File: config.mk
export PLATFORM = sky130hd
export DESIGN_NAME = arb_top
export DESIGN_NICKNAME = d
export VERILOG_FILES = /design/src/source/arb_pkg.sv /design/src/source/arb_top.sv /design/src/source/grant_select.sv /design/src/source/pn_seq_gen.sv /design/src/source/prio_pick.sv /design/src/source/rr_pick.sv
export VERILOG_INCLUDE_DIRS = /design/src /design/src/source
export SDC_FILE = /design/constraint.sdc
export NUM_CORES = 1
export LEC_CHECK = 0
export ABC_AREA = 1
export BUFFER_PORTS_ARGS = -buffer_cell sky130_fd_sc_hd__buf_2
export CORE_ASPECT_RATIO = 1.2
export CORE_MARGIN = 5
export CORE_UTILIZATION = 37
export DETAILED_ROUTE_END_ITERATION = 12
export PLACE_DENSITY = 0.65
export SETUP_SLACK_MARGIN = 0.5
export SLEW_MARGIN = 40
export SYNTH_ARGS = -nofsm -noshare
export SYNTH_HDL_FRONTEND = slang
export SYNTH_SLANG_ARGS = --single-unit
File: constraint.sdc
create_clock -name clk -period 1.94 [get_ports clk]
set_clock_uncertainty 0.2 [all_clocks]
set_input_delay 0 -clock clk [delete_from_list [all_inputs] [get_ports clk]]
set_output_delay 0 -clock clk [all_outputs]
set_load 0.1 [all_outputs]
File: src/source/arb_cfg.svh
//********************************************************************
// Arbiter configuration
// Requester count, index and type widths, and the arbitration
// type codes decoded by the grant selector
//********************************************************************
`ifndef ARB_CFG_SVH
`define ARB_CFG_SVH

// Four requesters only, the pickers depend on it
`define ARB_NUM_REQ    4
`define ARB_IDX_W      2
`define ARB_TYPE_W     3

// Fixed priority, code names the top requester
`define ARB_MODE_P0    3'd0
`define ARB_MODE_P1    3'd1
`define ARB_MODE_P2    3'd2
`define ARB_MODE_P3    3'd3

// Rotating schemes
`define ARB_MODE_RR    3'd4
`define ARB_MODE_RAND  3'd5

`endif

File: src/source/arb_pkg.sv
//********************************************************************
// Arbiter types
// Vector types shared by the arbiter RTL and its testbench
//********************************************************************
`include "arb_cfg.svh"

package arb_pkg;

  // One bit per requester, used for both requests and grants
  typedef logic [`ARB_NUM_REQ-1:0] req_vec_t;

  // Requester index
  typedef logic [`ARB_IDX_W-1:0]   req_idx_t;

  // Arbitration scheme selector
  typedef logic [`ARB_TYPE_W-1:0]  arb_type_t;

endpackage

File: src/source/arb_top.sv
//********************************************************************
// Four-requester bus arbiter
// Registers one grant per clock under a selectable fixed priority,
// round-robin or pseudo-random scheme
//********************************************************************
`timescale 1ns/10ps

module arb_top (
  input  logic               clk,
  input  logic               rst_n,
  input  arb_pkg::req_vec_t  req,
  input  arb_pkg::arb_type_t arb_type,
  output arb_pkg::req_vec_t  gnt
);

  import arb_pkg::*;

  req_idx_t rand_sel;  // Random scheme start index

  pn_seq_gen u_pn_seq_gen (
    .clk      (clk),
    .rst_n    (rst_n),
    .rand_sel (rand_sel)
  );

  grant_select u_grant_select (
    .clk      (clk),
    .rst_n    (rst_n),
    .req      (req),
    .arb_type (arb_type),
    .rand_sel (rand_sel),
    .gnt      (gnt)
  );

endmodule

File: src/source/grant_select.sv
//********************************************************************
// Grant selector
// Runs the fixed, random and round-robin pickers on the sampled
// requests, selects one result by arbitration type and registers it.
// Codes 6 and 7 give no grant
//********************************************************************
`timescale 1ns/10ps
`include "arb_cfg.svh"

module grant_select (
  input  logic               clk,
  input  logic               rst_n,
  input  arb_pkg::req_vec_t  req,
  input  arb_pkg::arb_type_t arb_type,
  input  arb_pkg::req_idx_t  rand_sel,
  output arb_pkg::req_vec_t  gnt
);

  import arb_pkg::*;

  req_idx_t fixed_top;
  req_idx_t rr_ptr;
  req_vec_t fixed_gnt;
  req_vec_t rand_gnt;
  req_vec_t rr_gnt;
  req_vec_t gnt_next;
  req_vec_t gnt_q;

  // Codes 0..3 carry the top requester in the low bits
  assign fixed_top = arb_type[`ARB_IDX_W-1:0];

  prio_pick u_fixed_pick (
    .req     (req),
    .top_idx (fixed_top),
    .pick    (fixed_gnt)
  );

  prio_pick u_rand_pick (
    .req     (req),
    .top_idx (rand_sel),
    .pick    (rand_gnt)
  );

  rr_pick u_rr_pick (
    .req      (req),
    .last_idx (rr_ptr),
    .pick     (rr_gnt)
  );

  // Encode current grant, idle counts as index 0
  always_comb begin
    rr_ptr = '0;
    for (int i = 0; i < `ARB_NUM_REQ; i++) begin
      if (gnt_q[i]) begin
        rr_ptr = req_idx_t'(i);
      end
    end
  end

  always_comb begin
    case (arb_type)
      `ARB_MODE_P0,
      `ARB_MODE_P1,
      `ARB_MODE_P2,
      `ARB_MODE_P3:   gnt_next = fixed_gnt;
      `ARB_MODE_RR:   gnt_next = rr_gnt;
      `ARB_MODE_RAND: gnt_next = rand_gnt;
      default:        gnt_next = '0;  // Unused codes
    endcase
  end

  always_ff @(posedge clk or negedge rst_n) begin
    if (!rst_n) begin
      gnt_q <= '0;
    end else begin
      gnt_q <= gnt_next;  // One cycle after sampling
    end
  end

  assign gnt = gnt_q;

endmodule

File: src/source/pn_seq_gen.sv
//********************************************************************
// Pseudo-random sequence generator
// Three-flop maximal-length LFSR, period 7, seeded nonzero by reset.
// The top two bits name the first requester of the random scheme
//********************************************************************
`timescale 1ns/10ps

module pn_seq_gen (
  input  logic              clk,
  input  logic              rst_n,
  output arb_pkg::req_idx_t rand_sel
);

  import arb_pkg::*;

  logic s1;
  logic s2;
  logic s3;
  logic fb;

  assign fb = s1 ^ s3;  // Taps on s1 and s3

  always_ff @(posedge clk or negedge rst_n) begin
    if (!rst_n) begin
      s1 <= 1'b1;  // All-zero state would lock up
      s2 <= 1'b0;
      s3 <= 1'b0;
    end else begin
      s1 <= fb;
      s2 <= s1;
      s3 <= s2;
    end
  end

  // Free running, steps on every clock
  assign rand_sel = req_idx_t'({s3, s2});

endmodule

File: src/source/prio_pick.sv
//********************************************************************
// Priority picker
// Grants the requester named by top_idx when it requests, otherwise
// the lowest requesting index. One-hot result, zero when idle
//********************************************************************
`timescale 1ns/10ps

module prio_pick (
  input  arb_pkg::req_vec_t req,
  input  arb_pkg::req_idx_t top_idx,
  output arb_pkg::req_vec_t pick
);

  import arb_pkg::*;

  req_vec_t top_hot;
  req_vec_t low_hot;
  logic     top_req;

  // One-hot of the favoured requester
  assign top_hot = req_vec_t'(1) << top_idx;
  assign top_req = req[top_idx];

  // Isolate lowest set bit
  assign low_hot = req & (~req + req_vec_t'(1));

  always_comb begin
    if (top_req) begin
      pick = top_hot;
    end else begin
      pick = low_hot;  // Zero when req is zero
    end
  end

endmodule

File: src/source/rr_pick.sv
//********************************************************************
// Round-robin picker
// Search starts one index after last_idx and wraps around, so the
// current holder is checked last and a lone requester keeps its grant
//********************************************************************
`timescale 1ns/10ps
`include "arb_cfg.svh"

module rr_pick (
  input  arb_pkg::req_vec_t req,
  input  arb_pkg::req_idx_t last_idx,
  output arb_pkg::req_vec_t pick
);

  import arb_pkg::*;

  req_idx_t                  start_idx;
  logic [2*`ARB_NUM_REQ-1:0] req_dbl;
  logic [2*`ARB_NUM_REQ-1:0] rot_dbl;
  logic [2*`ARB_NUM_REQ-1:0] back_dbl;
  req_vec_t                  req_rot;
  req_vec_t                  low_rot;

  assign start_idx = last_idx + req_idx_t'(1);  // 3 wraps to 0

  // Rotate so start_idx lands on bit 0
  assign req_dbl = {req, req};
  assign rot_dbl = req_dbl >> start_idx;
  assign req_rot = req_vec_t'(rot_dbl);

  // First requester in rotated order
  assign low_rot = req_rot & (~req_rot + req_vec_t'(1));

  // Rotate the winner back to its own position
  assign back_dbl = {low_rot, low_rot} << start_idx;
  assign pick     = req_vec_t'(back_dbl >> `ARB_NUM_REQ);

endmodule

Word level (Yosys, flattened, before mapping)
Cells that the tools add are included.
- add/subtract/negate cells: 3
- multipliers: 0
- divide/modulo/power cells: 0
- magnitude comparators: 2
- eq/ne operators: 5
- shifts and indexed selects: 4
- muxes and demuxes: 10
- bitwise gates (word level): 5
- reductions and logical operators: 2
- operators with widths (kind ; number):
    $pmux W4 S3 ; 1
    $add A4 B1 Y4 const B ; 2
    $and A4 B4 Y4 ; 2
    $mux W4 ; 2
    $not A4 Y4 ; 2
    $shl A1 B2 Y4 const A ; 2
    $shl A8 B2 Y8 ; 1
    $shr A8 B2 Y4 ; 1
    $eq A3 B2 Y1 const B ; 2
    $eq A3 B3 Y1 const B ; 2
    $lt A2 B3 Y1 const B ; 2
    $bmux W1 S2 ; 2
    $mux W2 ; 2
    $reduce_or A4 Y1 ; 1
    $eq A3 B1 Y1 const B ; 1
    $logic_not A3 Y1 ; 1
    $mux W1 ; 3
    $add A2 B1 Y2 const B ; 1
    $xor A1 B1 Y1 ; 1
- flip-flop bits (word level): 7
- bits in latches: 0
- bits in writable memories: 0
- ROM bits: 0
- input port bits: 9
- memories: 0

Depth between registers and ports, before layout
Gate-level depths: netlist (run 1).
- word-level depth: 10
- gate-level depth with buffers: 12

Modules after synthesis
Synthesis (run 1) repeated with hierarchy kept, for this count alone.
- cell total of the unflattened synthesis: 178
- area, all modules: 940.9 µm²
- by module, submodules not included (module ; instances ; cells an instance ; area an instance (µm²)):
    rr_pick ; 1 ; 81 ; 356.6
    prio_pick ; 2 ; 30 ; 127.6
    grant_select ; 1 ; 27 ; 219.0
    pn_seq_gen ; 1 ; 10 ; 110.1

Worst setup path after synthesis (run 1)
OpenSTA, ideal clock, no wires.
- path type: register -> register
- from: reg u_grant_select.gnt_q[2], in the netlist u_grant_select.gnt[2]
- to: reg u_grant_select.gnt_q[1], in the netlist u_grant_select.gnt[1]
- library setup time: 0.065 ns
- arrival: 1.956 ns
- slack: -0.281 ns
- stages on the path, launching flop included: 13
- clock period less this slack: 2.221 ns
- cell sequence: dfrtp_1 -> inv_1 -> nand2_4 -> nand2_4 -> nand2_2 -> nand3_2 -> nand2_4 -> inv_2 -> nand2_2 -> nand3_2 -> a21oi_1 -> nand2_1 -> nand2_1
- longest elaborated chain between the ends: 9
- ends and longest elaborated chain (what ; RTL line ; source):
    start: declaration ; grant_select.sv:27 ; req_vec_t gnt_q;
    start signal: assignment ; grant_select.sv:76 ; gnt_q <= gnt_next;
    $mux W2 * (2 in a row) ; grant_select.sv:54 ; if (gnt_q[i]) begin
    $add A2 B1 Y2 * ; rr_pick.sv:24 ; assign start_idx = last_idx + req_idx_t'(1);
    $shr A8 B2 Y4 ; rr_pick.sv:28 ; assign rot_dbl = req_dbl >> start_idx;
    $not A4 Y4 ; rr_pick.sv:32 ; assign low_rot = req_rot & (~req_rot + req_vec_t'(1));
    $add A4 B1 Y4 ; rr_pick.sv:32 ;
    $and A4 B4 Y4 ; rr_pick.sv:32 ;
    $shl A8 B2 Y8 * ; rr_pick.sv:35 ; assign back_dbl = {low_rot, low_rot} << start_idx;
    $pmux W4 S3 * ; grant_select.sv:61 ; case (arb_type)
    net u_grant_select.gnt_next[1] ; grant_select.sv:26 ; req_vec_t gnt_next;
The timed path passes the listed nets; every way through them passes the cells marked *.

Worst setup path after layout (run 1)
- from: reg u_grant_select.gnt_q[1], in the netlist u_grant_select.gnt[1]
- to: reg u_grant_select.gnt_q[2], in the netlist u_grant_select.gnt[2]
- longest elaborated chain between the ends: 10
- ends and longest elaborated chain (what ; RTL line):
    $mux W1 * ; grant_select.sv:54
    $mux W2 * (2 in a row) ; grant_select.sv:54
    $add A2 B1 Y2 * ; rr_pick.sv:24
    $shr A8 B2 Y4 ; rr_pick.sv:28
    $not A4 Y4 ; rr_pick.sv:32
    $add A4 B1 Y4 ; rr_pick.sv:32
    $and A4 B4 Y4 ; rr_pick.sv:32
    $shl A8 B2 Y8 * ; rr_pick.sv:35
    $pmux W4 S3 * ; grant_select.sv:61
    net u_grant_select.gnt_next[2] ; grant_select.sv:26
Marks and branches as above.

==> impl_metrics.env, run 1 <==
export IMPL_synth_top_area_frac=0.186
export IMPL_cts_tree="done"
export IMPL_layout_min_cycle_time_ns=1.80
export IMPL_die_area_sq_um=3300
export IMPL_cpMaxStageDelayCell="dfrtp_4"
export IMPL_irDropWorstVdd_v=0.000539
export IMPL_holdPathEnd="u_grant_select.gnt[0]$_DFF_PN0_"
export IMPL_power_density_nw_per_um2=790
export IMPL_drc_errors=0
export IMPL_grt_use_total=0.156
export IMPL_io_pins=13
export IMPL_tritoncts_num_buffers=3
export IMPL_cp_start_kind="flip-flop"
export IMPL_synth_fp_nets=139
export IMPL_violations="negative hold slack"
export IMPL_fin_ws_ns=0.142
export IMPL_rsz0062_at_grt="yes"
export IMPL_start_util=0.397
export IMPL_core_sq_um=2090
export IMPL_outcome="finished with violations"
export IMPL_gp_routability_congestion=0.929
export IMPL_rrSetupSlack_ns=0.14
export IMPL_path_delay_family="simple AND/OR/NAND/NOR gates"
export IMPL_fin_cells=184
export IMPL_fin_setup_tns_ns=0
export IMPL_required_ns=1.92
export IMPL_synth_top_cells_by_count="31 x nand3_1, 27 x nand2_1, 14 x inv_1"
export IMPL_p_int_uw=456
export IMPL_p_switching_uw=489
export IMPL_endpoint_kind="flip-flop"
export IMPL_clock_latency_ns=0.24
export IMPL_placedCellCount=172
export IMPL_num_rows=18
export IMPL_ant_nets=0
export IMPL_cp_num_buf_inv=0
export IMPL_avgSynthCellArea_sq_um=6.40
export IMPL_tightest_slew_ns=0.475
export IMPL_p_seq_frac=0.190
export IMPL_maxSlewViolCount=0
export IMPL_syn2layout_area_growth_pct=43.8
export IMPL_wl_um=2340
export IMPL_p_sw_frac=0.517
export IMPL_antenna_found_initial=0
export IMPL_synth_cells=130
export IMPL_worstPathArrival_ns=1.78
export IMPL_ys_seq_area_frac=0.212
export IMPL_setup_viol=0
export IMPL_pwr_share_comb=0.677
export IMPL_leakage_nw=0.571
export IMPL_r2r_worst_path_cells=9
export IMPL_grt_overflow_total=0
export IMPL_holdPathStages=4
export IMPL_hold_slack_ns=-0.0672
export IMPL_slew_headroom=0.681
export IMPL_hold_violations=2
export IMPL_dp_hpwl_um=1720
export IMPL_fmax_mhz=556
export IMPL_r2r_start="u_grant_select.gnt[1]$_DFF_PN0_"
export IMPL_die_h_um=61.9
export IMPL_grt_pass1_wl_um=3850
export IMPL_vias_per_cell=5.21
export IMPL_synth_edf_count=0
export IMPL_synth_most_common_cell="nand3_1"
export IMPL_port_buffers=12
export IMPL_drv_cap=0
export IMPL_clock_path_buffers=2
export IMPL_first_global_vias=973
export IMPL_wl_per_cell_um=12.7
export IMPL_final_util=0.571
export IMPL_yosys_most_used_dff="dfrtp_1"
export IMPL_synth_area_leaders="nand3_1 19%, dfrtp_1 18%, nand2_1 12%, inv_1 6.3%, nand2_2 6.0%"
export IMPL_ys_types=24
export IMPL_synth_top_area_cell="nand3_1"
export IMPL_yosys_warnings=0
export IMPL_grt_max_degree=8
export IMPL_reg2reg_to="u_grant_select.gnt[2]$_DFF_PN0_"
export IMPL_netlist_area_sq_um=832
export IMPL_clock_sinks=7
export IMPL_die_x_um=53.3
export IMPL_finalCritPeriodShare=0.927
export IMPL_crit_type="flip-flop to flip-flop"
export IMPL_clkPwrFrac=0.134
export IMPL_diodes=0
export IMPL_firstDrtPassIters=4
export IMPL_fillCellCount=207
export IMPL_hp_class="input pin to flip-flop"
export IMPL_async_flop_share=1.00
export IMPL_critPathMaxFanout=7
export IMPL_clockRootBuffer="clkbuf_4"
export IMPL_layout_nets=164
export IMPL_htreeDepth=1
export IMPL_min_from="arb_type[0]"
export IMPL_drt_iter0_drc=22
export IMPL_place_worst_setup_slack_ns=0.187
export IMPL_cts_clk_slew_worst_paths_ns=0.05
export IMPL_cpPeakStageDelay_ns=0.51
export IMPL_drive_above_1_share=0.461
export IMPL_crit_chain="nand2_8, nand3_1, nand3_4, nand2_4, nor2_4, nand3_4, nand3_2, nand3_1, nand2_1"
export IMPL_hold_buffers=3
export IMPL_ys_seq_elements=7
export IMPL_vias=959
[stage by stage]
step	area (sq um)	power (mW)
6_report	1200	0.945
5_1_grt	1200	1.01
4_1_cts	1110	0.865
3_5_place_dp	968	0.663
3_3_place_gp	968	0.656
2_1_floorplan	875	0.581
[flip-flops by register name (all words and copies together) (netlist names)]
name,cells
u_pn_seq_gen.s1,1
u_pn_seq_gen.s2,1
u_grant_select.gnt,4
u_pn_seq_gen.s3,1
[final cells by class]
type	count	area [sq um]	area share
sequential	7	188	0.157
timing repair buffer	21	155	0.130
tap	30	37.5	0.0314
multi-input combinational	101	694	0.581
clock buffer	4	26.3	0.0220
inverter	21	95.1	0.0795
[power groups by stage]
| stage | Sequential [mW] | Clock, mW | Combinational [mW] |
|---|---|---|---|
| floorplan | 0.258 | 0 | 0.323 |
| global placement | 0.178 | 0 | 0.478 |
| detailed placement | 0.179 | 0 | 0.484 |
| CTS | 0.179 | 0.134 | 0.551 |
| global route | 0.180 | 0.148 | 0.685 |
| finish | 0.179 | 0.126 | 0.640 |
[cell families after synthesis]
group,count (synthesis),synth area share
XOR/XNOR,1,0.0105
AO/OA/AOI/OAI,18,0.119
buffers and inverters,22,0.111
flip-flops,7,0.212
AND/OR/NAND/NOR,82,0.547
[placed cells by master, fill, tap and decap left out, types with 2 or more instances in the layout]
master	n
a21oi_1	2
buf_2	12
buf_4	3
buf_6	2
clkbuf_4	3
dfrtp_1	3
dfrtp_4	3
dlygate4sd3_1	3
inv_1	11
inv_2	6
inv_4	2
nand2_1	22
nand2_2	8
nand2_4	6
nand2_8	2
nand3_1	21
nand3_2	13
nand3_4	3
nor2_1	2
nor2_4	2
o21ai_0	9
o21ai_1	3
[worst max-delay path by stage]
| stage | from | to | slack [ns] | cells past startpoint |
|---|---|---|---|---|
| floorplan | u_grant_select.gnt[2]$_DFF_PN0_ | u_grant_select.gnt[1]$_DFF_PN0_ | 0.18 | 11 |
| global placement | u_grant_select.gnt[1]$_DFF_PN0_ | u_grant_select.gnt[3]$_DFF_PN0_ | 0.21 | 9 |
| detailed placement | u_grant_select.gnt[1]$_DFF_PN0_ | u_grant_select.gnt[3]$_DFF_PN0_ | 0.19 | 10 |
| CTS | u_grant_select.gnt[2]$_DFF_PN0_ | u_grant_select.gnt[2]$_DFF_PN0_ | 0.21 | 9 |
| global route | u_grant_select.gnt[1]$_DFF_PN0_ | u_grant_select.gnt[2]$_DFF_PN0_ | 0.06 | 9 |
| finish | u_grant_select.gnt[1]$_DFF_PN0_ | u_grant_select.gnt[2]$_DFF_PN0_ | 0.14 | 9 |
[worst register-to-register path: cells and delay by family (launching register included)]
kind	cells	cell delay, ns
DFF	1	0.51
and+or+nand+nor	9	1.02
[repair_timing]
item | in CTS | in global routing
resized for setup | 11 | 17
pin swaps | 7 | 12
endpoints found under the hold margin | 11 | 2
setup endpoints to repair | 4 | 4
buffers inserted | 4 | 1
[metal layers]
metal  GRT usage  vias to the layer above  share of wire  wire (um)
met4       0.106                        0          0.015         36
met3      0.0239                        4          0.025         59
met2       0.275                       19           0.54       1280
met1       0.173                      451           0.41        971
li1            -                      485              -          -
met5           0                        -              0          0
No activity file was read; power rests on OpenSTA's default activity.
==> run 2: changes to the inputs <==
CORE_ASPECT_RATIO = 0.8   (was 1.2)
==> run 2 against run 1 <==
- sequential share of layout area grew 1.6 points
- highest routed layer unchanged
- the run still ends with negative hold slack left
- critical endpoint unchanged
- via count is 1.0% lower
- die area about the same
- flip-flop and latch count did not move
- core utilization decreased by 6.8 points
- critical path type unchanged
==> impl_metrics.env, run 2 (synthesized netlist as in run 1, its figures left out) <==
export IMPL_crit_start="u_grant_select.gnt[2]$_DFF_PN0_"
export IMPL_clock_sinks=7
export IMPL_endpoint_kind="flip-flop"
export IMPL_r2r_start="u_grant_select.gnt[2]$_DFF_PN0_"
export IMPL_io_pins=13
export IMPL_ant_nets=0
export IMPL_maxSlewViolCount=0
export IMPL_die_area_sq_um=3300
export IMPL_first_global_vias=838
export IMPL_layout_nets=163
export IMPL_outcome="finished with violations"
export IMPL_grt_use_total=0.139
export IMPL_diodes=0
export IMPL_vias_per_cell=5.33
export IMPL_core_sq_um=2160
export IMPL_hp_class="input pin to flip-flop"
export IMPL_layout_min_cycle_time_ns=1.77
export IMPL_vias=949
export IMPL_die_h_um=52.4
export IMPL_hold_violations=2
export IMPL_grt_pass1_wl_um=3660
export IMPL_drt_iter0_drc=46
export IMPL_cts_tree="done"
export IMPL_rsz0062_at_grt="yes"
export IMPL_gp_routability_congestion=0.800
export IMPL_required_ns=1.92
export IMPL_die_x_um=63.0
export IMPL_clock_latency_ns=0.25
export IMPL_violations="negative hold slack"
export IMPL_finalCritPeriodShare=0.913
export IMPL_wl_um=2180
export IMPL_pwr_share_comb=0.639
export IMPL_fin_cells=178
export IMPL_syn2layout_area_growth_pct=30.4
export IMPL_largest_reg_flops=4
export IMPL_wl_met2_um=987
export IMPL_drv_cap=0
export IMPL_fin_setup_tns_ns=0
export IMPL_worstPathArrival_ns=1.76
export IMPL_cp_num_buf_inv=1
export IMPL_path_delay_family="simple AND/OR/NAND/NOR gates"
export IMPL_final_cell_mix="26 x nand2_1, 26 x nand3_1, 12 x buf_2"
export IMPL_start_util=0.386
export IMPL_grt_max_degree=11
export IMPL_num_rows=15
export IMPL_leakage_nw=0.542
export IMPL_p_switching_uw=434
export IMPL_hold_slack_ns=-0.0101
export IMPL_port_buffers=12
export IMPL_p_int_uw=421
export IMPL_crit_chain="inv_2, nand2_4, nand2_8, nand2_2, nand3_1, nand2_2, nor2_4, nand3_4, nand3_2, nand3_1, nand2_1"
export IMPL_clock_path_buffers=2
export IMPL_highest_layer="met4"
export IMPL_irDropWorstVdd_v=0.000507
export IMPL_cpMaxStageDelayCell="dfrtp_4"
export IMPL_firstDrtPassIters=4
export IMPL_tritoncts_num_buffers=3
export IMPL_dp_hpwl_um=1660
export IMPL_power_density_nw_per_um2=788
export IMPL_clkPwrFrac=0.155
export IMPL_grt_overflow_total=0
export IMPL_drive_above_1_share=0.392
export IMPL_htreeDepth=1
export IMPL_slew_headroom=0.653
export IMPL_fillCellCount=219
export IMPL_p_seq_frac=0.206
export IMPL_clockRootBuffer="clkbuf_4"
export IMPL_fmax_mhz=565
export IMPL_setup_viol=0
export IMPL_crit_type="flip-flop to flip-flop"
export IMPL_tightest_slew_ns=0.516
export IMPL_fin_ws_ns=0.169
export IMPL_wl_met3_um=131
export IMPL_cpPeakStageDelay_ns=0.50
export IMPL_wl_per_cell_um=12.2
export IMPL_antenna_found_initial=0
export IMPL_place_worst_setup_slack_ns=0.158
export IMPL_placedCellCount=167
export IMPL_met1_length_um=1040
export IMPL_min_from="arb_type[0]"
export IMPL_cts_clk_slew_worst_paths_ns=0.05
export IMPL_cp_start_kind="flip-flop"
export IMPL_drc_errors=0
export IMPL_critPathMaxFanout=8
export IMPL_p_sw_frac=0.508
run 2: cell types whose count changed in the layout (fill, tap and decap cells not counted), sizes merged:
cell,before,now
buf,18,17
inv,20,21
clkinvlp,1,0
run 2: final timing paths:
check	to	slack (ns)	cells past startpoint
max	u_grant_select.gnt[2]$_DFF_PN0_	0.17	11
min	u_grant_select.gnt[0]$_DFF_PN0_	-0.01	4
max reg2reg	u_grant_select.gnt[2]$_DFF_PN0_	0.17	11
min reg2reg	u_pn_seq_gen.s2$_DFF_PN0_	0.20	0
max in group asynchronous	u_grant_select.gnt[3]$_DFF_PN0_	0.80	3
min in group asynchronous	u_pn_seq_gen.s1$_DFF_PN1_	0.03	2
run 2: area by class of cell:
| class | count | area, sq um | area share |
|---|---|---|---|
| Inverter | 21 | 88.8 | 0.0819 |
| Sequential cell | 7 | 188 | 0.173 |
| Tap cell | 25 | 31.3 | 0.0288 |
| Multi-Input combinational cell | 101 | 619 | 0.571 |
| Timing Repair Buffer | 20 | 131 | 0.121 |
| Clock buffer | 4 | 26.3 | 0.0242 |
run 2: power groups by stage:
stage               Sequential (mW)  Clock (mW)  Combinational, mW
finish                        0.176       0.132              0.547
detailed placement            0.179           0              0.484
CTS                           0.176       0.138              0.521
global placement              0.178           0              0.473
global route                  0.177       0.151              0.597
floorplan                     0.258           0              0.323
run 2: worst reg2reg max path: stages, from the launching register on:
cell     delay, ns
dfrtp_4       0.50
inv_2         0.08
nand2_4       0.10
nand2_8       0.12
nand2_2       0.06
nand3_1       0.07
nand2_2       0.08
nor2_4        0.15
nand3_4       0.09
nand3_2       0.06
nand3_1       0.08
nand2_1       0.10
run 2: per-stage QoR:
| stage | util | total power [mW] | area (sq um) | hold slack [ns] |
|---|---|---|---|---|
| detailed placement | 0.446 | 0.663 | 962 | -0.365 |
| CTS | 0.490 | 0.836 | 1060 | -0.0352 |
| finish | 0.503 | 0.855 | 1080 | -0.0101 |
| global placement | 0.446 | 0.651 | 962 | -0.365 |
| floorplan | - | 0.581 | 875 | -0.496 |
| global route | 0.503 | 0.925 | 1080 | 0.00136 |
run 2: metal layers:
| layer | global-route usage | vias to the layer above |
|---|---|---|
| li1 | - | 478 |
| met1 | 0.182 | 431 |
| met2 | 0.235 | 38 |
| met3 | 0.0279 | 2 |
| met4 | 0.0318 | 0 |
| met5 | 0 | - |
run 2: timing repair:
item,4_1_cts,5_1_grt
gates resized for setup,5,5
endpoints found under the hold margin,11,0
setup buffers,3,1
endpoints found under the setup margin,4,4
hold buffers,3,0
pin swaps,3,7
==> run 3: changes to the inputs <==
--- a/config.mk
+++ b/config.mk
@@ -8,10 +8,10 @@
 export LEC_CHECK = 0
 export ABC_AREA = 1
-export BUFFER_PORTS_ARGS = -buffer_cell sky130_fd_sc_hd__buf_2
 export CORE_ASPECT_RATIO = 0.8
 export CORE_MARGIN = 5
 export CORE_UTILIZATION = 37
 export DETAILED_ROUTE_END_ITERATION = 12
-export PLACE_DENSITY = 0.65
+export DONT_BUFFER_PORTS = 1
+export PLACE_DENSITY = 0.6
 export SETUP_SLACK_MARGIN = 0.5
 export SLEW_MARGIN = 40
==> constraint.sdc (replaced) <==
create_clock -name clk -period 1.94 [get_ports clk]
set_clock_uncertainty 0.2 [all_clocks]
set_input_delay 0.388 -clock clk [delete_from_list [all_inputs] [get_ports clk]]
set_output_delay 0.388 -clock clk [all_outputs]
set_load 0.1 [all_outputs]
==> run 3 against run 2 <==
- the flow now finishes without violations
- core utilization fell by 0.52 points
- power rose by 2.2%
- worst hold slack improved by 0.16 ns
- first-iteration DRC count fell by 41%
- die area did not move
- sequential share of layout area rose by 0.53 points
- sequential power rose by 15%
- critical path depth fell by 1
- final area fell by 1.0%
- clock power fell by 4%
- global-route usage fell by 0.20 points
- worst setup slack improved by 0.017 ns
- largest cell class unchanged
==> impl_metrics.env, run 3 (synthesized netlist as in run 1, its figures left out) <==
export IMPL_drt_iter0_drc=27
export IMPL_gp_routability_congestion=0.821
export IMPL_p_switching_uw=436
export IMPL_wl_met3_um=192
export IMPL_rsz0062_at_grt="yes"
export IMPL_port_buffers=0
export IMPL_highest_layer="met4"
export IMPL_cp_start_kind="flip-flop"
export IMPL_clock_sinks=7
export IMPL_reg2reg_to="u_grant_select.gnt[3]$_DFF_PN0_"
export IMPL_required_ns=1.92
export IMPL_tightest_slew_ns=0.408
export IMPL_min_from="arb_type[2]"
export IMPL_drc_errors=0
export IMPL_grt_use_total=0.137
export IMPL_r2r_start="u_grant_select.gnt[1]$_DFF_PN0_"
export IMPL_holdPathStages=3
export IMPL_first_global_vias=842
export IMPL_cts_clk_slew_worst_paths_ns=0.05
export IMPL_htreeDepth=1
export IMPL_num_rows=15
export IMPL_dp_hpwl_um=1640
export IMPL_grt_max_degree=11
export IMPL_finalCritPeriodShare=0.904
export IMPL_endpoint_kind="flip-flop"
export IMPL_antenna_found_initial=0
export IMPL_final_util=0.497
export IMPL_final_common_cell="nand3_1"
export IMPL_maxSlewViolCount=0
export IMPL_rrSetupSlack_ns=0.19
export IMPL_wl_um=2180
export IMPL_hp_class="input pin to flip-flop"
export IMPL_power_density_nw_per_um2=814
export IMPL_holdPathEnd="u_grant_select.gnt[3]$_DFF_PN0_"
export IMPL_die_x_um=63.0
export IMPL_ant_nets=0
export IMPL_final_cell_mix="26 x nand3_1, 25 x nand2_1, 12 x inv_1"
export IMPL_clockRootBuffer="clkbuf_4"
export IMPL_layout_nets=153
export IMPL_p_seq_frac=0.232
export IMPL_grt_pass1_wl_um=3710
export IMPL_diodes=0
export IMPL_clock_latency_ns=0.24
export IMPL_drive_above_1_share=0.385
export IMPL_fin_setup_tns_ns=0
export IMPL_critPathMaxFanout=7
export IMPL_outcome="finished, final reports clean"
export IMPL_clkPwrFrac=0.146
export IMPL_vias_per_cell=5.42
export IMPL_firstDrtPassIters=4
export IMPL_p_int_uw=438
export IMPL_met1_length_um=978
export IMPL_crit_type="flip-flop to flip-flop"
export IMPL_drv_cap=0
export IMPL_r2r_worst_path_cells=10
export IMPL_worstPathArrival_ns=1.73
export IMPL_clock_path_buffers=2
export IMPL_leakage_nw=0.503
export IMPL_slew_headroom=0.726
export IMPL_crit_start="u_grant_select.gnt[1]$_DFF_PN0_"
export IMPL_layout_min_cycle_time_ns=1.75
export IMPL_die_h_um=52.4
export IMPL_setup_viol=0
export IMPL_largest_reg_flops=4
export IMPL_vias=911
export IMPL_fmax_mhz=570
export IMPL_power_uw=874
export IMPL_wl_met2_um=987
export IMPL_core_sq_um=2160
export IMPL_syn2layout_area_growth_pct=29.0
export IMPL_die_area_sq_um=3300
export IMPL_tritoncts_num_buffers=3
export IMPL_io_pins=13
export IMPL_start_util=0.386
export IMPL_irDropWorstVdd_v=0.000554
export IMPL_pwr_share_comb=0.622
export IMPL_grt_overflow_total=0
export IMPL_fillCellCount=208
export IMPL_p_sw_frac=0.499
export IMPL_hold_violations=0
export IMPL_cts_tree="done"
export IMPL_wl_per_cell_um=13.0
## run 3: changes by cell type in the layout (fill, tap and decap cells not counted), sizes merged
cell         previous run  this run
buf                    17         9
clkinv                  0         1
dlygate4sd3             3         1
inv                    21        20
## run 3: worst max path at each step
stage | cells after the start | end | slack [ns]
2_1_floorplan | 11 | u_grant_select.gnt[1]$_DFF_PN0_ | 0.18
3_3_place_gp | 10 | u_grant_select.gnt[3]$_DFF_PN0_ | 0.22
3_5_place_dp | 9 | u_grant_select.gnt[3]$_DFF_PN0_ | 0.20
4_1_cts | 11 | u_grant_select.gnt[3]$_DFF_PN0_ | 0.22
5_1_grt | 10 | u_grant_select.gnt[3]$_DFF_PN0_ | 0.08
6_report | 10 | u_grant_select.gnt[3]$_DFF_PN0_ | 0.19
## run 3: routing by layer
layer | track usage | up-vias
li1 | - | 461
met1 | 0.187 | 411
met2 | 0.218 | 36
met3 | 0.0258 | 3
met4 | 0.0424 | 0
met5 | 0 | -
## run 3: power groups by stage
stage / clock [mW] / combinational (mW) / sequential [mW]
6_report: 0.127 / 0.544 / 0.202
5_1_grt: 0.145 / 0.591 / 0.204
4_1_cts: 0.132 / 0.505 / 0.201
3_5_place_dp: 0 / 0.446 / 0.200
3_3_place_gp: 0 / 0.443 / 0.199
2_1_floorplan: 0 / 0.323 / 0.258
## run 3: worst max-delay path, cell delays in order, from the launching register on
cell and delay [ns]:
dfrtp_4 0.52, o21ai_4 0.20, buf_6 0.17, nand3_4 0.08, nand2_4 0.09, inv_2 0.04
nand2_2 0.05, nand3_2 0.08, a21oi_2 0.13, nand2_1 0.07, nand2_1 0.06
## run 3: what timing repair did
action                                  CTS  global route
setup buffers                             4             1
resized for setup                        11             8
hold buffers                              1             0
endpoints found under the setup margin    8             8
pin swaps                                 4             6
endpoints found under the hold margin     7             0
## run 3: through the flow
stage / setup WS [ns] / hold WS [ns] / cells / instance area, sq um
after floorplan: 0.176 / -0.108 / 130 / 876
after global placement: 0.219 / -0.107 / 158 / 926
after detailed placement: 0.197 / -0.107 / 158 / 926
after CTS: 0.218 / 0.140 / 167 / 1040
after global routing: 0.0762 / 0.155 / 168 / 1070
final: 0.185 / 0.147 / 168 / 1070
## run 3: final cells by class
class	count	area, sq um	area share
multi-input combinational	101	636	0.592
timing repair buffer	10	97.6	0.0909
sequential	7	191	0.178
clock buffer	4	26.3	0.0245
tap	25	31.3	0.0291
inverter	21	91.3	0.0851
